--- config.mk ---
export PLATFORM = sky130hd
export DESIGN_NAME = uart_rx_pi1
export DESIGN_NICKNAME = d
export VERILOG_FILES = /design/src/verilog/uart_pkg.sv /design/src/verilog/uart_rx_phy.sv /design/src/verilog/uart_rx_fifo.sv /design/src/verilog/uart_pi1_regs.sv /design/src/verilog/uart_rx_pi1.sv
export SDC_FILE = /design/constraint.sdc
export NUM_CORES = 1
export LEC_CHECK = 0
export BUFFER_PORTS_ARGS = -buffer_cell sky130_fd_sc_hd__clkbuf_2
export CORE_MARGIN = 10
export CORE_UTILIZATION = 56
export DETAILED_ROUTE_END_ITERATION = 7
export HOLD_SLACK_MARGIN = 0.12
export PLACE_DENSITY = 0.91
export SYNTH_ARGS = -nofsm -noshare
export SYNTH_HDL_FRONTEND = slang
export SYNTH_SLANG_ARGS = --single-unit
--- constraint.sdc ---
create_clock -name clk100mhz -period 3.41 [get_ports clk100mhz]
set_input_delay 0 -clock clk100mhz [delete_from_list [all_inputs] [get_ports clk100mhz]]
set_output_delay 0 -clock clk100mhz [all_outputs]
set_load 0.1 [all_outputs]
--- src/verilog/uart_pkg.sv ---
// --------------------
// Shared PI1 bus and UART receive definitions.
// --------------------
package uart_pkg;

	localparam int ARCH_BITS = 32;
	localparam int ADDR_BITS = ARCH_BITS - 2; // Word address without the byte bits.
	localparam int SEL_BITS  = ARCH_BITS / 8;
	localparam int BYTE_BITS = 8;

	typedef logic [1:0]           pi1_op_t;
	typedef logic [ARCH_BITS-1:0] arch_data_t;
	typedef logic [SEL_BITS-1:0]  pi1_sel_t;
	typedef logic [ADDR_BITS-1:0] pi1_addr_t;
	typedef logic [BYTE_BITS-1:0] byte_t;

	// PI1 operation codes.
	localparam pi1_op_t PI1_NOP = 2'b00;
	localparam pi1_op_t PI1_WR  = 2'b01;
	localparam pi1_op_t PI1_RD  = 2'b10;
	localparam pi1_op_t PI1_RW  = 2'b11;

	// Only the lowest word address bit is decoded.
	localparam logic REG_DATA   = 1'b0;
	localparam logic REG_STATUS = 1'b1;

	// Status word layout with the count in the low bits.
	localparam int STAT_OVERRUN_BIT = 31;
	localparam int STAT_FRAMING_BIT = 30;

	// Set in a data read that returned a byte.
	localparam int DATA_VALID_BIT = 8;

	// Byte lane holding both flags.
	localparam int CLR_SEL_BIT = 3;

endpackage

--- src/verilog/uart_rx_phy.sv ---
// --------------------
// UART receive phy that samples the rx line mid-bit into bytes.
// --------------------
`timescale 1ns/1ns

module uart_rx_phy
	import uart_pkg::*;
#(
	parameter int CLKFREQ  = 100000000,
	parameter int BAUDRATE = 6250000
) (
	input  logic  clk100mhz,
	input  logic  rst_p,
	input  logic  rx_i,
	output logic  byte_valid_o,
	output byte_t byte_data_o,
	output logic  frame_err_o
);

	localparam int CLKS_PER_BIT = CLKFREQ / BAUDRATE;
	localparam int CNT_W        = $clog2(CLKS_PER_BIT);

	localparam logic [CNT_W-1:0] BIT_LAST  = CNT_W'(CLKS_PER_BIT - 1);
	localparam logic [CNT_W-1:0] HALF_LAST = CNT_W'(CLKS_PER_BIT / 2 - 1);

	typedef enum logic [1:0] {
		RX_IDLE,
		RX_START,
		RX_DATA,
		RX_STOP
	} rx_state_t;

	rx_state_t        state;
	logic [CNT_W-1:0] bit_cnt;
	logic [2:0]       bit_idx;
	logic             rx_meta;
	logic             rx_sync;
	logic             rx_last;
	logic             bit_tick;
	byte_t            shreg;

	assign bit_tick    = (bit_cnt == BIT_LAST);
	assign byte_data_o = shreg; // Stable from stop sample to next frame.

	always_ff @(posedge clk100mhz) begin
		if (rst_p) begin
			rx_meta <= 1'b1;
			rx_sync <= 1'b1;
			rx_last <= 1'b1;
		end else begin
			rx_meta <= rx_i;
			rx_sync <= rx_meta;
			rx_last <= rx_sync;
		end
	end

	always_ff @(posedge clk100mhz) begin
		if (state == RX_DATA && bit_tick)
			shreg <= {rx_sync, shreg[7:1]}; // LSB first.
	end

	always_ff @(posedge clk100mhz) begin
		if (rst_p) begin
			state        <= RX_IDLE;
			bit_cnt      <= '0;
			bit_idx      <= '0;
			byte_valid_o <= 1'b0;
			frame_err_o  <= 1'b0;
		end else begin
			byte_valid_o <= 1'b0;
			frame_err_o  <= 1'b0;
			bit_cnt      <= bit_cnt + 1'b1;
			case (state)
			RX_IDLE: begin
				bit_cnt <= '0;
				// Start on a falling edge so a held low line never restarts a frame.
				if (rx_last && !rx_sync)
					state <= RX_START;
			end
			RX_START: begin
				if (bit_cnt == HALF_LAST) begin
					bit_cnt <= '0;
					bit_idx <= '0;
					state   <= rx_sync ? RX_IDLE : RX_DATA; // Glitch check.
				end
			end
			RX_DATA: begin
				if (bit_tick) begin
					bit_cnt <= '0;
					bit_idx <= bit_idx + 1'b1;
					if (bit_idx == 3'd7)
						state <= RX_STOP;
				end
			end
			RX_STOP: begin
				if (bit_tick) begin
					byte_valid_o <= rx_sync;
					frame_err_o  <= !rx_sync;
					state        <= RX_IDLE;
				end
			end
			default: state <= RX_IDLE;
			endcase
		end
	end

endmodule

--- src/verilog/uart_rx_fifo.sv ---
// --------------------
// First-word-fall-through receive byte buffer.
// --------------------
`timescale 1ns/1ns

module uart_rx_fifo
	import uart_pkg::*;
#(
	parameter int BUFSZ = 8
) (
	input  logic                   clk100mhz,
	input  logic                   rst_p,
	input  logic                   push_i,
	input  byte_t                  push_data_i,
	input  logic                   pop_i,
	output byte_t                  rd_data_o,
	output logic [$clog2(BUFSZ):0] count_o,
	output logic                   full_o
);

	localparam int AW = $clog2(BUFSZ);

	localparam logic [AW:0] FULL_COUNT = (AW + 1)'(BUFSZ);

	byte_t         mem [BUFSZ];
	logic [AW-1:0] wr_ptr;
	logic [AW-1:0] rd_ptr;
	logic          do_push;
	logic          do_pop;

	assign full_o    = (count_o == FULL_COUNT);
	assign do_push   = push_i && !full_o;
	assign do_pop    = pop_i && (count_o != '0);
	assign rd_data_o = mem[rd_ptr]; // Oldest byte.

	always_ff @(posedge clk100mhz) begin
		if (do_push)
			mem[wr_ptr] <= push_data_i;
	end

	always_ff @(posedge clk100mhz) begin
		if (rst_p) begin
			wr_ptr  <= '0;
			rd_ptr  <= '0;
			count_o <= '0;
		end else begin
			if (do_push)
				wr_ptr <= wr_ptr + 1'b1;
			if (do_pop)
				rd_ptr <= rd_ptr + 1'b1;
			case ({do_push, do_pop})
			2'b10:   count_o <= count_o + 1'b1;
			2'b01:   count_o <= count_o - 1'b1;
			default: count_o <= count_o;
			endcase
		end
	end

endmodule

--- src/verilog/uart_pi1_regs.sv ---
// --------------------
// PI1 slave for the receive buffer, status flags and interrupt.
// --------------------
`timescale 1ns/1ns

module uart_pi1_regs
	import uart_pkg::*;
#(
	parameter int BUFSZ = 8
) (
	input  logic                   clk100mhz,
	input  logic                   rst_p,
	input  pi1_op_t                pi1_op_i,
	input  pi1_addr_t              pi1_addr_i,
	input  arch_data_t             pi1_data_i,
	input  pi1_sel_t               pi1_sel_i,
	output arch_data_t             pi1_data_o,
	output logic                   pi1_rdy_o,
	input  logic                   byte_valid_i,
	input  logic                   frame_err_i,
	input  logic                   full_i,
	input  byte_t                  rd_data_i,
	input  logic [$clog2(BUFSZ):0] count_i,
	output logic                   pop_o,
	input  logic                   intrdy_i,
	output logic                   intrqst_o
);

	localparam int CW = $clog2(BUFSZ) + 1;

	pi1_op_t    op_q;
	logic       word_q;
	logic       clr_q;
	arch_data_t wdata_q;
	logic       overrun_q;
	logic       framing_q;
	logic       accept;
	logic       busy;
	logic       is_rd;
	logic       is_wr;
	logic       has_byte;
	logic       clear;
	arch_data_t status_w;
	arch_data_t data_w;
	arch_data_t result_w;

	assign accept   = (pi1_op_i != PI1_NOP) && pi1_rdy_o;
	assign busy     = !pi1_rdy_o;
	assign is_rd    = (op_q == PI1_RD) || (op_q == PI1_RW);
	assign is_wr    = (op_q == PI1_WR) || (op_q == PI1_RW);
	assign has_byte = (count_i != '0);

	assign clear = busy && is_wr && (word_q == REG_STATUS) && clr_q;
	assign pop_o = busy && is_rd && (word_q == REG_DATA) && has_byte;

	assign intrqst_o = has_byte && intrdy_i;

	always_comb begin
		status_w                   = '0;
		status_w[STAT_OVERRUN_BIT] = overrun_q;
		status_w[STAT_FRAMING_BIT] = framing_q;
		status_w[CW-1:0]           = count_i;
		data_w                     = '0;
		if (has_byte) begin
			data_w[DATA_VALID_BIT]  = 1'b1;
			data_w[BYTE_BITS-1:0]   = rd_data_i;
		end
		if (is_rd)
			result_w = (word_q == REG_STATUS) ? status_w : data_w;
		else
			result_w = wdata_q; // Plain writes echo the written word.
	end

	// Request is captured at acceptance and held through the busy cycle.
	always_ff @(posedge clk100mhz) begin
		if (accept) begin
			op_q    <= pi1_op_i;
			word_q  <= pi1_addr_i[0];
			clr_q   <= pi1_sel_i[CLR_SEL_BIT];
			wdata_q <= pi1_data_i;
		end
	end

	always_ff @(posedge clk100mhz) begin
		if (busy)
			pi1_data_o <= result_w;
	end

	always_ff @(posedge clk100mhz) begin
		if (rst_p) begin
			pi1_rdy_o <= 1'b1;
			overrun_q <= 1'b0;
			framing_q <= 1'b0;
		end else begin
			pi1_rdy_o <= !accept; // One busy cycle per operation.
			if (clear) begin
				overrun_q <= 1'b0;
				framing_q <= 1'b0;
			end
			// A new error wins over a clear in the same cycle.
			if (byte_valid_i && full_i)
				overrun_q <= 1'b1;
			if (frame_err_i)
				framing_q <= 1'b1;
		end
	end

endmodule

--- src/verilog/uart_rx_pi1.sv ---
// --------------------
// UART receive path with a PI1 register port.
// --------------------
`timescale 1ns/1ns

module uart_rx_pi1
	import uart_pkg::*;
#(
	parameter int CLKFREQ  = 100000000,
	parameter int BAUDRATE = 6250000,
	parameter int BUFSZ    = 8
) (
	input  logic       clk100mhz,
	input  logic       rst_p,
	input  logic       rx_i,
	input  pi1_op_t    pi1_op_i,
	input  pi1_addr_t  pi1_addr_i,
	input  arch_data_t pi1_data_i,
	input  pi1_sel_t   pi1_sel_i,
	output arch_data_t pi1_data_o,
	output logic       pi1_rdy_o,
	output logic       intrqst_o,
	input  logic       intrdy_i
);

	logic                   byte_valid;
	byte_t                  byte_data;
	logic                   frame_err;
	logic                   pop;
	byte_t                  rd_data;
	logic [$clog2(BUFSZ):0] count;
	logic                   full;

	uart_rx_phy #(
		.CLKFREQ  (CLKFREQ),
		.BAUDRATE (BAUDRATE)
	) u_phy (
		.clk100mhz    (clk100mhz),
		.rst_p        (rst_p),
		.rx_i         (rx_i),
		.byte_valid_o (byte_valid),
		.byte_data_o  (byte_data),
		.frame_err_o  (frame_err)
	);

	uart_rx_fifo #(
		.BUFSZ (BUFSZ)
	) u_fifo (
		.clk100mhz   (clk100mhz),
		.rst_p       (rst_p),
		.push_i      (byte_valid),
		.push_data_i (byte_data),
		.pop_i       (pop),
		.rd_data_o   (rd_data),
		.count_o     (count),
		.full_o      (full)
	);

	uart_pi1_regs #(
		.BUFSZ (BUFSZ)
	) u_regs (
		.clk100mhz    (clk100mhz),
		.rst_p        (rst_p),
		.pi1_op_i     (pi1_op_i),
		.pi1_addr_i   (pi1_addr_i),
		.pi1_data_i   (pi1_data_i),
		.pi1_sel_i    (pi1_sel_i),
		.pi1_data_o   (pi1_data_o),
		.pi1_rdy_o    (pi1_rdy_o),
		.byte_valid_i (byte_valid),
		.frame_err_i  (frame_err),
		.full_i       (full),
		.rd_data_i    (rd_data),
		.count_i      (count),
		.pop_o        (pop),
		.intrdy_i     (intrdy_i),
		.intrqst_o    (intrqst_o)
	);

endmodule

# Word-level counts from Yosys, hierarchy flattened
# Memories as Yosys holds them, arrays and structs flattened. A register that Yosys moved wholly into a read port is not among the register bits.
# Cells that the tools add are included.
# W data, S select, Z words.
# classes
addsub,6
eq_ne,17
n_mux,24
bitwise,3
reduce_logical,29
# op_table
op,n
$mux W32,2
$logic_and A1 B1 Y1,13
$mux W2,6
$mux W3,4
$pmux W4 S3,1
$eq A2 B2 Y1 const B,5
$reduce_bool A2 Y1,5
$add A3 B1 Y3 const B,3
$mux W9,1
$add A4 B1 Y4 const B,2
$eq A4 B4 Y1 const B,2
$mux W4,2
$ne A2 B1 Y1 const B,4
$pmux W2 S4,1
$pmux W4 S2,1
$eq A2 B1 Y1 const B,3
$pmux W3 S2,1
$mux W1,5
$reduce_and A5 Y1,1
$eq A4 B3 Y1 const B,1
$logic_not A1 Y1,4
$reduce_bool A4 Y1,1
$sub A4 B1 Y4 const B,1
$eq A3 B3 Y1 const B,1
other kinds (6),9
# totals
ff_bits,103
ramBits,64
output_inout_bits,34
elab_cells,100
memories,1
# mem_list
name,depth,width,read_ports,rd_clocked_by_memory_dff,write_ports,line,source
u_fifo.mem,8,8,1,1,1,uart_rx_fifo.sv:25,byte_t mem [BUFSZ];

# Longest topological paths before layout
# logic_depth
ltp_word,8
mapped_depth,11
ltp_nobuf,9

# Modules after synthesis
# Synthesis repeated with hierarchy kept, for this count alone.
# unflattened
cells_unflattened,359
area_unflattened_um2,6447.4
# by_module_without_submodules
mod,n_inst,cells_each,area_per_inst_um2,seq_area_each_um2
uart_rx_fifo,1,165,3109.2,2182.1
uart_pi1_regs,1,129,2504.9,2102.0
uart_rx_phy,1,65,833.3,520.5

# Worst setup path after synthesis
# Ideal clock, no wire load.
# synth_timing
path_type,reg2reg
startpoint,reg u_regs.pi1_rdy_o
endpoint,"reg u_regs.clr_q, enable pin"
setup_ns,0.430
arrival_ns,3.461
t_required_ns,2.980
slack_ns,-0.481
path_stages_with_launch,3
path_buffers,0
synth_period_minus_slack_ns,3.891
cell_sequence,dfxtp_1 -> inv_1 -> nor2_1
# synth_via
elab_chain_len,1
# synth_rtl
element,line,source
"start, declared",uart_pi1_regs.sv:18,"output logic pi1_rdy_o,"
"start signal, assigned",uart_pi1_regs.sv:95,pi1_rdy_o <= !accept;
$logic_and A1 B1 Y1,uart_pi1_regs.sv:47,assign accept = (pi1_op_i != PI1_NOP) && pi1_rdy_o;
net u_regs.accept,uart_pi1_regs.sv:37,logic accept;
"end signal, assigned",uart_pi1_regs.sv:79,clr_q <= pi1_sel_i[CLR_SEL_BIT];
"end, declared",uart_pi1_regs.sv:33,logic clr_q;
# The timed path passes the listed nets, and every way through them passes these cells.
# A chain may end at the register's enable or synchronous reset.

# Worst setup path after layout
# layout_timing
startpoint,reg u_regs.word_q
endpoint,reg u_fifo.count_o[2]
# layout_via
elab_chain_len,6
word_cells_on_any_way,8
classes_between,eq/ne: 2; mux: 1; bitwise: 1; reduce/logical: 4
# layout_rtl
element,line,source
"start, declared",uart_pi1_regs.sv:32,logic word_q;
"start signal, assigned",uart_pi1_regs.sv:78,word_q <= pi1_addr_i[0];
$not A1 Y1 (*),uart_pi1_regs.sv:54,assign pop_o = busy && is_rd && (word_q == REG_DATA) && has_byte;
$logic_and A1 B1 Y1 (*) (2 in a row),uart_pi1_regs.sv:54,
$logic_and A1 B1 Y1 (*),uart_rx_fifo.sv:33,assign do_pop = pop_i && (count_o != '0);
$eq A2 B1 Y1 or $eq A2 B2 Y1 (tied branches),uart_rx_fifo.sv:51,"case ({do_push, do_pop})"
$pmux W4 S2 or $reduce_bool A2 Y1 (tied branches),--,
"end signal, assigned",uart_rx_fifo.sv:52,2'b10: count_o <= count_o + 1'b1;
"end signal, assigned",uart_rx_fifo.sv:53,2'b01: count_o <= count_o - 1'b1;
"end signal, assigned",uart_rx_fifo.sv:54,default: count_o <= count_o;
"end, declared",uart_rx_fifo.sv:17,"output logic [$clog2(BUFSZ):0] count_o,"
# Every way passes the cells marked *; elsewhere a longest branch is shown, timed or not.

==> run summary <==
The tree is rooted in a sky130_fd_sc_hd__clkbuf_16. The post-synthesis cell area is 0.00648 sq mm. After detailed routing, the number of vias per cell comes to 6.24. The number of nets produced by synthesis came out at 494. The first detailed-routing pass took 5 iterations. TritonCTS built the clock tree. The fraction of the cycle the final worst path needs is 0.949. The number of synthesis warnings is 0.

On the critical path, the stage with the largest delay is an instance of sky130_fd_sc_hd__nor3_1. Across the run, the number of max-cap violations was 0. In this run the critical register-to-register path is captured at u_fifo.count_o[2].

The remaining antenna violation count after routing came out at 0. The total length of routed wires came out at 17400 um. The final count of hold timing violations came to 0. The startpoint identified for the worst hold timing path is rx_i. Along the worst path, the maximum fanout reaches 8. Summed over all cells, the static leakage comes to 2.90 nW.

The setup TNS after final layout came out at 0 ns. Relative to the synthesized area, the layout overhead comes to 23.1%. The data arrival time at the worst-slack endpoint came out at 3.60 ns. The final number of max-transition violations came out at 0.

The mean instance size in the synthesized netlist is 15.8 sq um. The first-pass GRT wire length is 26000 um. The clock tree skew after final layout came out at 0.0123 ns. The number of gates given a new drive strength after cts came out at 0. The core box area came out at 0.0114 sq mm. For this design the ratio of total power to cell area is 604 mW/mm^2. The number of buffer cells added on primary ports came out at 73. Setup violations remaining at the end of the flow were counted as 0. The logic gate share of total power came out at 0.084. The number of standard-cell rows in the floorplan came out at 39.

The number of global-route vias before repair came to 4279. The actual slew at the worst max-slew pin came out at 1.11 ns. The clock net in this run drives a total of 170 sinks. The worst hold path terminates at u_phy.rx_meta. Summed over all layers, the global routing overflow is 0.

The required time at the worst-slack endpoint is 3.77 ns. The launch point of the worst reg-to-reg path is u_regs.word_q. The worst-case reg-to-reg path depth is 9. The buffer depth of the longest clock path came out at 2. The number of buffers added by the clock tree synthesis step is 17. Counting flops and latches in the post-synthesis netlist gives 170. The net count of the finished layout is 612.

The biggest cell delay along the critical path is 0.73 ns. The filler cell count in the final layout is 609. The cell internal power dissipation came out at 3.63 mW. The register share of total power is 0.487. In the final layout, the share of cells above drive strength 1 is 0.228. The min-delay analysis places its worst path in the category primary input to flip-flop. The initial antenna violation count was 1. STA classifies the critical path endpoint as a flip-flop. The routability-driven placement congestion ratio came out at 0.776. The minimum period implied by the final worst setup slack is 3.24 ns.

The post-synthesis async set-or-reset flop share came out at 0. The post-route cell area is 0.00798 sq mm. The placed instance area came out at 0.00699 sq mm. In the synthesized netlist the dominant register cell turns out to be sky130_fd_sc_hd__edfxtp_1. The part of the Yosys area used for sequential elements is 0.742. The number of flops mapped to enable cells by yosys is 140. The average detailed-routed wire length per instance is 25.4 um.

The die is 128 um tall. For this run, design rule violations remaining after detail routing come to 0. Entering global routing, the biggest net connects 39 pins.

The analysis attributes to net switching a power of 1.19 mW. The cell count after synthesis came out at 409. The die boundary width came out at 128 um. For this configuration, the core starts out at a cell density of 0.570. The detailed placer's ending HPWL is 8490 um. The area of all sequential standard cells is 0.00480 sq mm. The clock latency on the worst-skew pair came out at 0.44 ns. The multi-input gate area in the final layout came out at 0.00152 sq mm. Of the total power, the share spent switching nets is 0.246. In this run the number of H-tree levels came out at 4. Overall power consumption after layout is estimated at 4.82 mW. The die outline area is 0.0163 sq mm. The setup slack on the worst flop-to-flop path came out at 0.17 ns. After the first detailed-routing iteration, the DRC count stood at 632. Setup repair after global routing left no endpoint under its margin. The clock network fraction of design power came out at 0.428. The flow ran to the end, and the final reports show no timing, DRC or antenna violations. The worst setup path is of the flip-flop to flip-flop kind. The signal on the critical path passes through nand2b_1 -> nor3_1 -> ha_1 -> xor2_1 -> ha_1 -> a21oi_1 -> xor2_1 -> or3_1 -> a21oi_1.

The worst hold path was traced through 3 stages. The clock-pin slew of the registers on the worst-case setup and hold paths came out at 0.07 ns. Across every metal layer, demand over resource in global routing totals 0.216.

The worst-case headroom to the max-slew limit came out at 0.259. Across the VDD grid, the largest voltage drop is 661 uV. The number of top-level pins came out at 106.

Across all layers, the routed design uses 4260 vias. The achievable clock frequency is 309 MHz. The count of distinct cell types in the synthesized netlist came out at 44.

The kind of start point of the critical path is a flip-flop.
[power groups by stage]
stage | sequential (mW) | combinational, mW | clock, mW
finish | 2.35 | 0.406 | 2.06
floorplan | 2.56 | 0.0933 | 0
detailed placement | 2.38 | 0.358 | 0
global route | 2.35 | 0.424 | 2.13
global placement | 2.38 | 0.344 | 0
CTS | 2.34 | 0.398 | 2.01
[cells by family after synthesis]
| group | after synthesis | share of synthesized area |
|---|---|---|
| buf+inv | 34 | 0.0243 |
| fa+ha+maj | 13 | 0.0251 |
| compound gates | 47 | 0.0458 |
| simple gates | 110 | 0.0935 |
| xor+xnor | 9 | 0.0122 |
| mux | 26 | 0.0576 |
| flops | 170 | 0.742 |
[state kept, by name, indices dropped and copies added (netlist names), 2 cells and up, named ones only]
name,cells
u_regs.op_q,2
u_phy.bit_cnt,4
u_fifo.rd_ptr,3
u_regs.pi1_data_o,32
u_phy.byte_data_o,8
u_regs.wdata_q,32
u_fifo.mem,64
u_fifo.wr_ptr,3
u_phy.bit_idx,3
u_fifo.count_o,4
[worst max path at each step]
stage | startpoint | to | slack, ns | cells after the start
floorplan | u_regs.pi1_rdy_o | u_regs.clr_q | 0.11 | 2
global placement | u_fifo.count_o[1] | u_fifo.count_o[2] | 0.94 | 9
detailed placement | u_regs.word_q | u_fifo.count_o[2] | 0.76 | 9
CTS | u_fifo.count_o[1] | u_fifo.count_o[3] | 0.58 | 7
global route | u_regs.word_q | u_fifo.count_o[2] | 0.10 | 9
finish | u_regs.word_q | u_fifo.count_o[2] | 0.17 | 9
[cell usage in the layout, fill, tap and decap left out, types with 2 or more instances in the layout]
master / Yosys / layout
sky130_fd_sc_hd__clkinv_2: 0 / 2
sky130_fd_sc_hd__a221o_1: 7 / 7
sky130_fd_sc_hd__or3_1: 3 / 3
sky130_fd_sc_hd__o21ai_1: 3 / 3
sky130_fd_sc_hd__nor4b_1: 2 / 2
sky130_fd_sc_hd__or4b_1: 2 / 2
sky130_fd_sc_hd__a21oi_1: 11 / 11
sky130_fd_sc_hd__nor3_1: 7 / 7
sky130_fd_sc_hd__clkinvlp_4: 0 / 3
sky130_fd_sc_hd__nand2_1: 12 / 12
sky130_fd_sc_hd__mux4_2: 9 / 9
sky130_fd_sc_hd__nor2_1: 30 / 29
sky130_fd_sc_hd__xnor2_1: 3 / 3
sky130_fd_sc_hd__xor2_1: 6 / 6
sky130_fd_sc_hd__mux2i_1: 17 / 17
sky130_fd_sc_hd__bufinv_16: 0 / 4
sky130_fd_sc_hd__or2_2: 3 / 3
sky130_fd_sc_hd__dlygate4sd3_1: 0 / 38
sky130_fd_sc_hd__nand4_1: 2 / 2
sky130_fd_sc_hd__clkbuf_16: 0 / 17
sky130_fd_sc_hd__inv_1: 14 / 14
sky130_fd_sc_hd__nor2b_1: 25 / 25
sky130_fd_sc_hd__nand2b_1: 4 / 4
sky130_fd_sc_hd__o22ai_1: 4 / 4
sky130_fd_sc_hd__clkbuf_1: 12 / 2
sky130_fd_sc_hd__o21ai_0: 15 / 15
sky130_fd_sc_hd__dfxtp_1: 30 / 30
sky130_fd_sc_hd__nor4_1: 2 / 2
sky130_fd_sc_hd__edfxtp_1: 140 / 140
sky130_fd_sc_hd__buf_4: 3 / 8
sky130_fd_sc_hd__nand4b_1: 4 / 4
sky130_fd_sc_hd__ha_1: 13 / 13
sky130_fd_sc_hd__clkbuf_2: 0 / 73
sky130_fd_sc_hd__nand3_1: 7 / 7
[cell type report]
type / instances / share of cell area
Antenna cell: 1 / 0.000314
Timing Repair Buffer: 119 / 0.101
Sequential cell: 170 / 0.602
Clock buffer: 19 / 0.0543
Tap cell: 143 / 0.0224
Multi-Input combinational cell: 205 / 0.191
Inverter: 14 / 0.00659
Clock inverter: 12 / 0.0218
[per-layer routing]
metal  vias up  global-route usage  wire (um)
met5         -                   0          0
met4         0               0.118        745
met3        74              0.0591       1660
met2       363               0.370       8900
met1      2054               0.240       6060
li1       1769                   -          -
[cell usage after synthesis, types with 2 or more instances]
cell type                  instances  area share
sky130_fd_sc_hd__edfxtp_1        140        0.65
sky130_fd_sc_hd__dfxtp_1          30       0.093
sky130_fd_sc_hd__nor2_1           30       0.017
sky130_fd_sc_hd__nor2b_1          25       0.024
sky130_fd_sc_hd__mux2i_1          17       0.026
sky130_fd_sc_hd__o21ai_0          15       0.012
sky130_fd_sc_hd__inv_1            14      0.0081
sky130_fd_sc_hd__ha_1             13       0.025
sky130_fd_sc_hd__clkbuf_1         12      0.0070
sky130_fd_sc_hd__nand2_1          12      0.0070
sky130_fd_sc_hd__a21oi_1          11      0.0085
sky130_fd_sc_hd__mux4_2            9       0.031
sky130_fd_sc_hd__a221o_1           7       0.011
sky130_fd_sc_hd__nand3_1           7      0.0054
sky130_fd_sc_hd__nor3_1            7      0.0054
sky130_fd_sc_hd__xor2_1            6      0.0081
sky130_fd_sc_hd__nand2b_1          4      0.0039
sky130_fd_sc_hd__nand4b_1          4      0.0054
sky130_fd_sc_hd__o22ai_1           4      0.0039
sky130_fd_sc_hd__buf_2             3      0.0023
sky130_fd_sc_hd__buf_4             3      0.0035
sky130_fd_sc_hd__o21ai_1           3      0.0023
sky130_fd_sc_hd__or2_2             3      0.0029
sky130_fd_sc_hd__or3_1             3      0.0029
sky130_fd_sc_hd__xnor2_1           3      0.0041
sky130_fd_sc_hd__buf_6             2      0.0035
sky130_fd_sc_hd__nand4_1           2      0.0019
sky130_fd_sc_hd__nor4_1            2      0.0019
sky130_fd_sc_hd__nor4b_1           2      0.0027
sky130_fd_sc_hd__or4b_1            2      0.0031
[critical path: cells and delay by family (launching register included)]
kind	cells	cell delay [ns]
xor gates and xnor gates	2	0.45
adders and majority gates	2	0.65
and+or+nand+nor	3	1.31
AOI/OAI and AO/OA	2	0.20
DFF	1	0.53
[timing repair]
action	4_1_cts	5_1_grt
hold endpoints to repair	47	0
endpoints found under the setup margin	0	0
hold buffers	38	0
buffers inserted	0	0
[per-stage QoR]
step	hold slack [ns]	instances	util	setup slack, ns
floorplan	0.0989	409	-	0.111
global placement	0.178	613	0.614	0.936
detailed placement	0.179	613	0.614	0.765
CTS	0.271	682	0.701	0.579
global route	0.277	683	0.701	0.103
finish	0.281	683	0.701	0.174
Note: power is estimated with default switching activity, not from simulation.
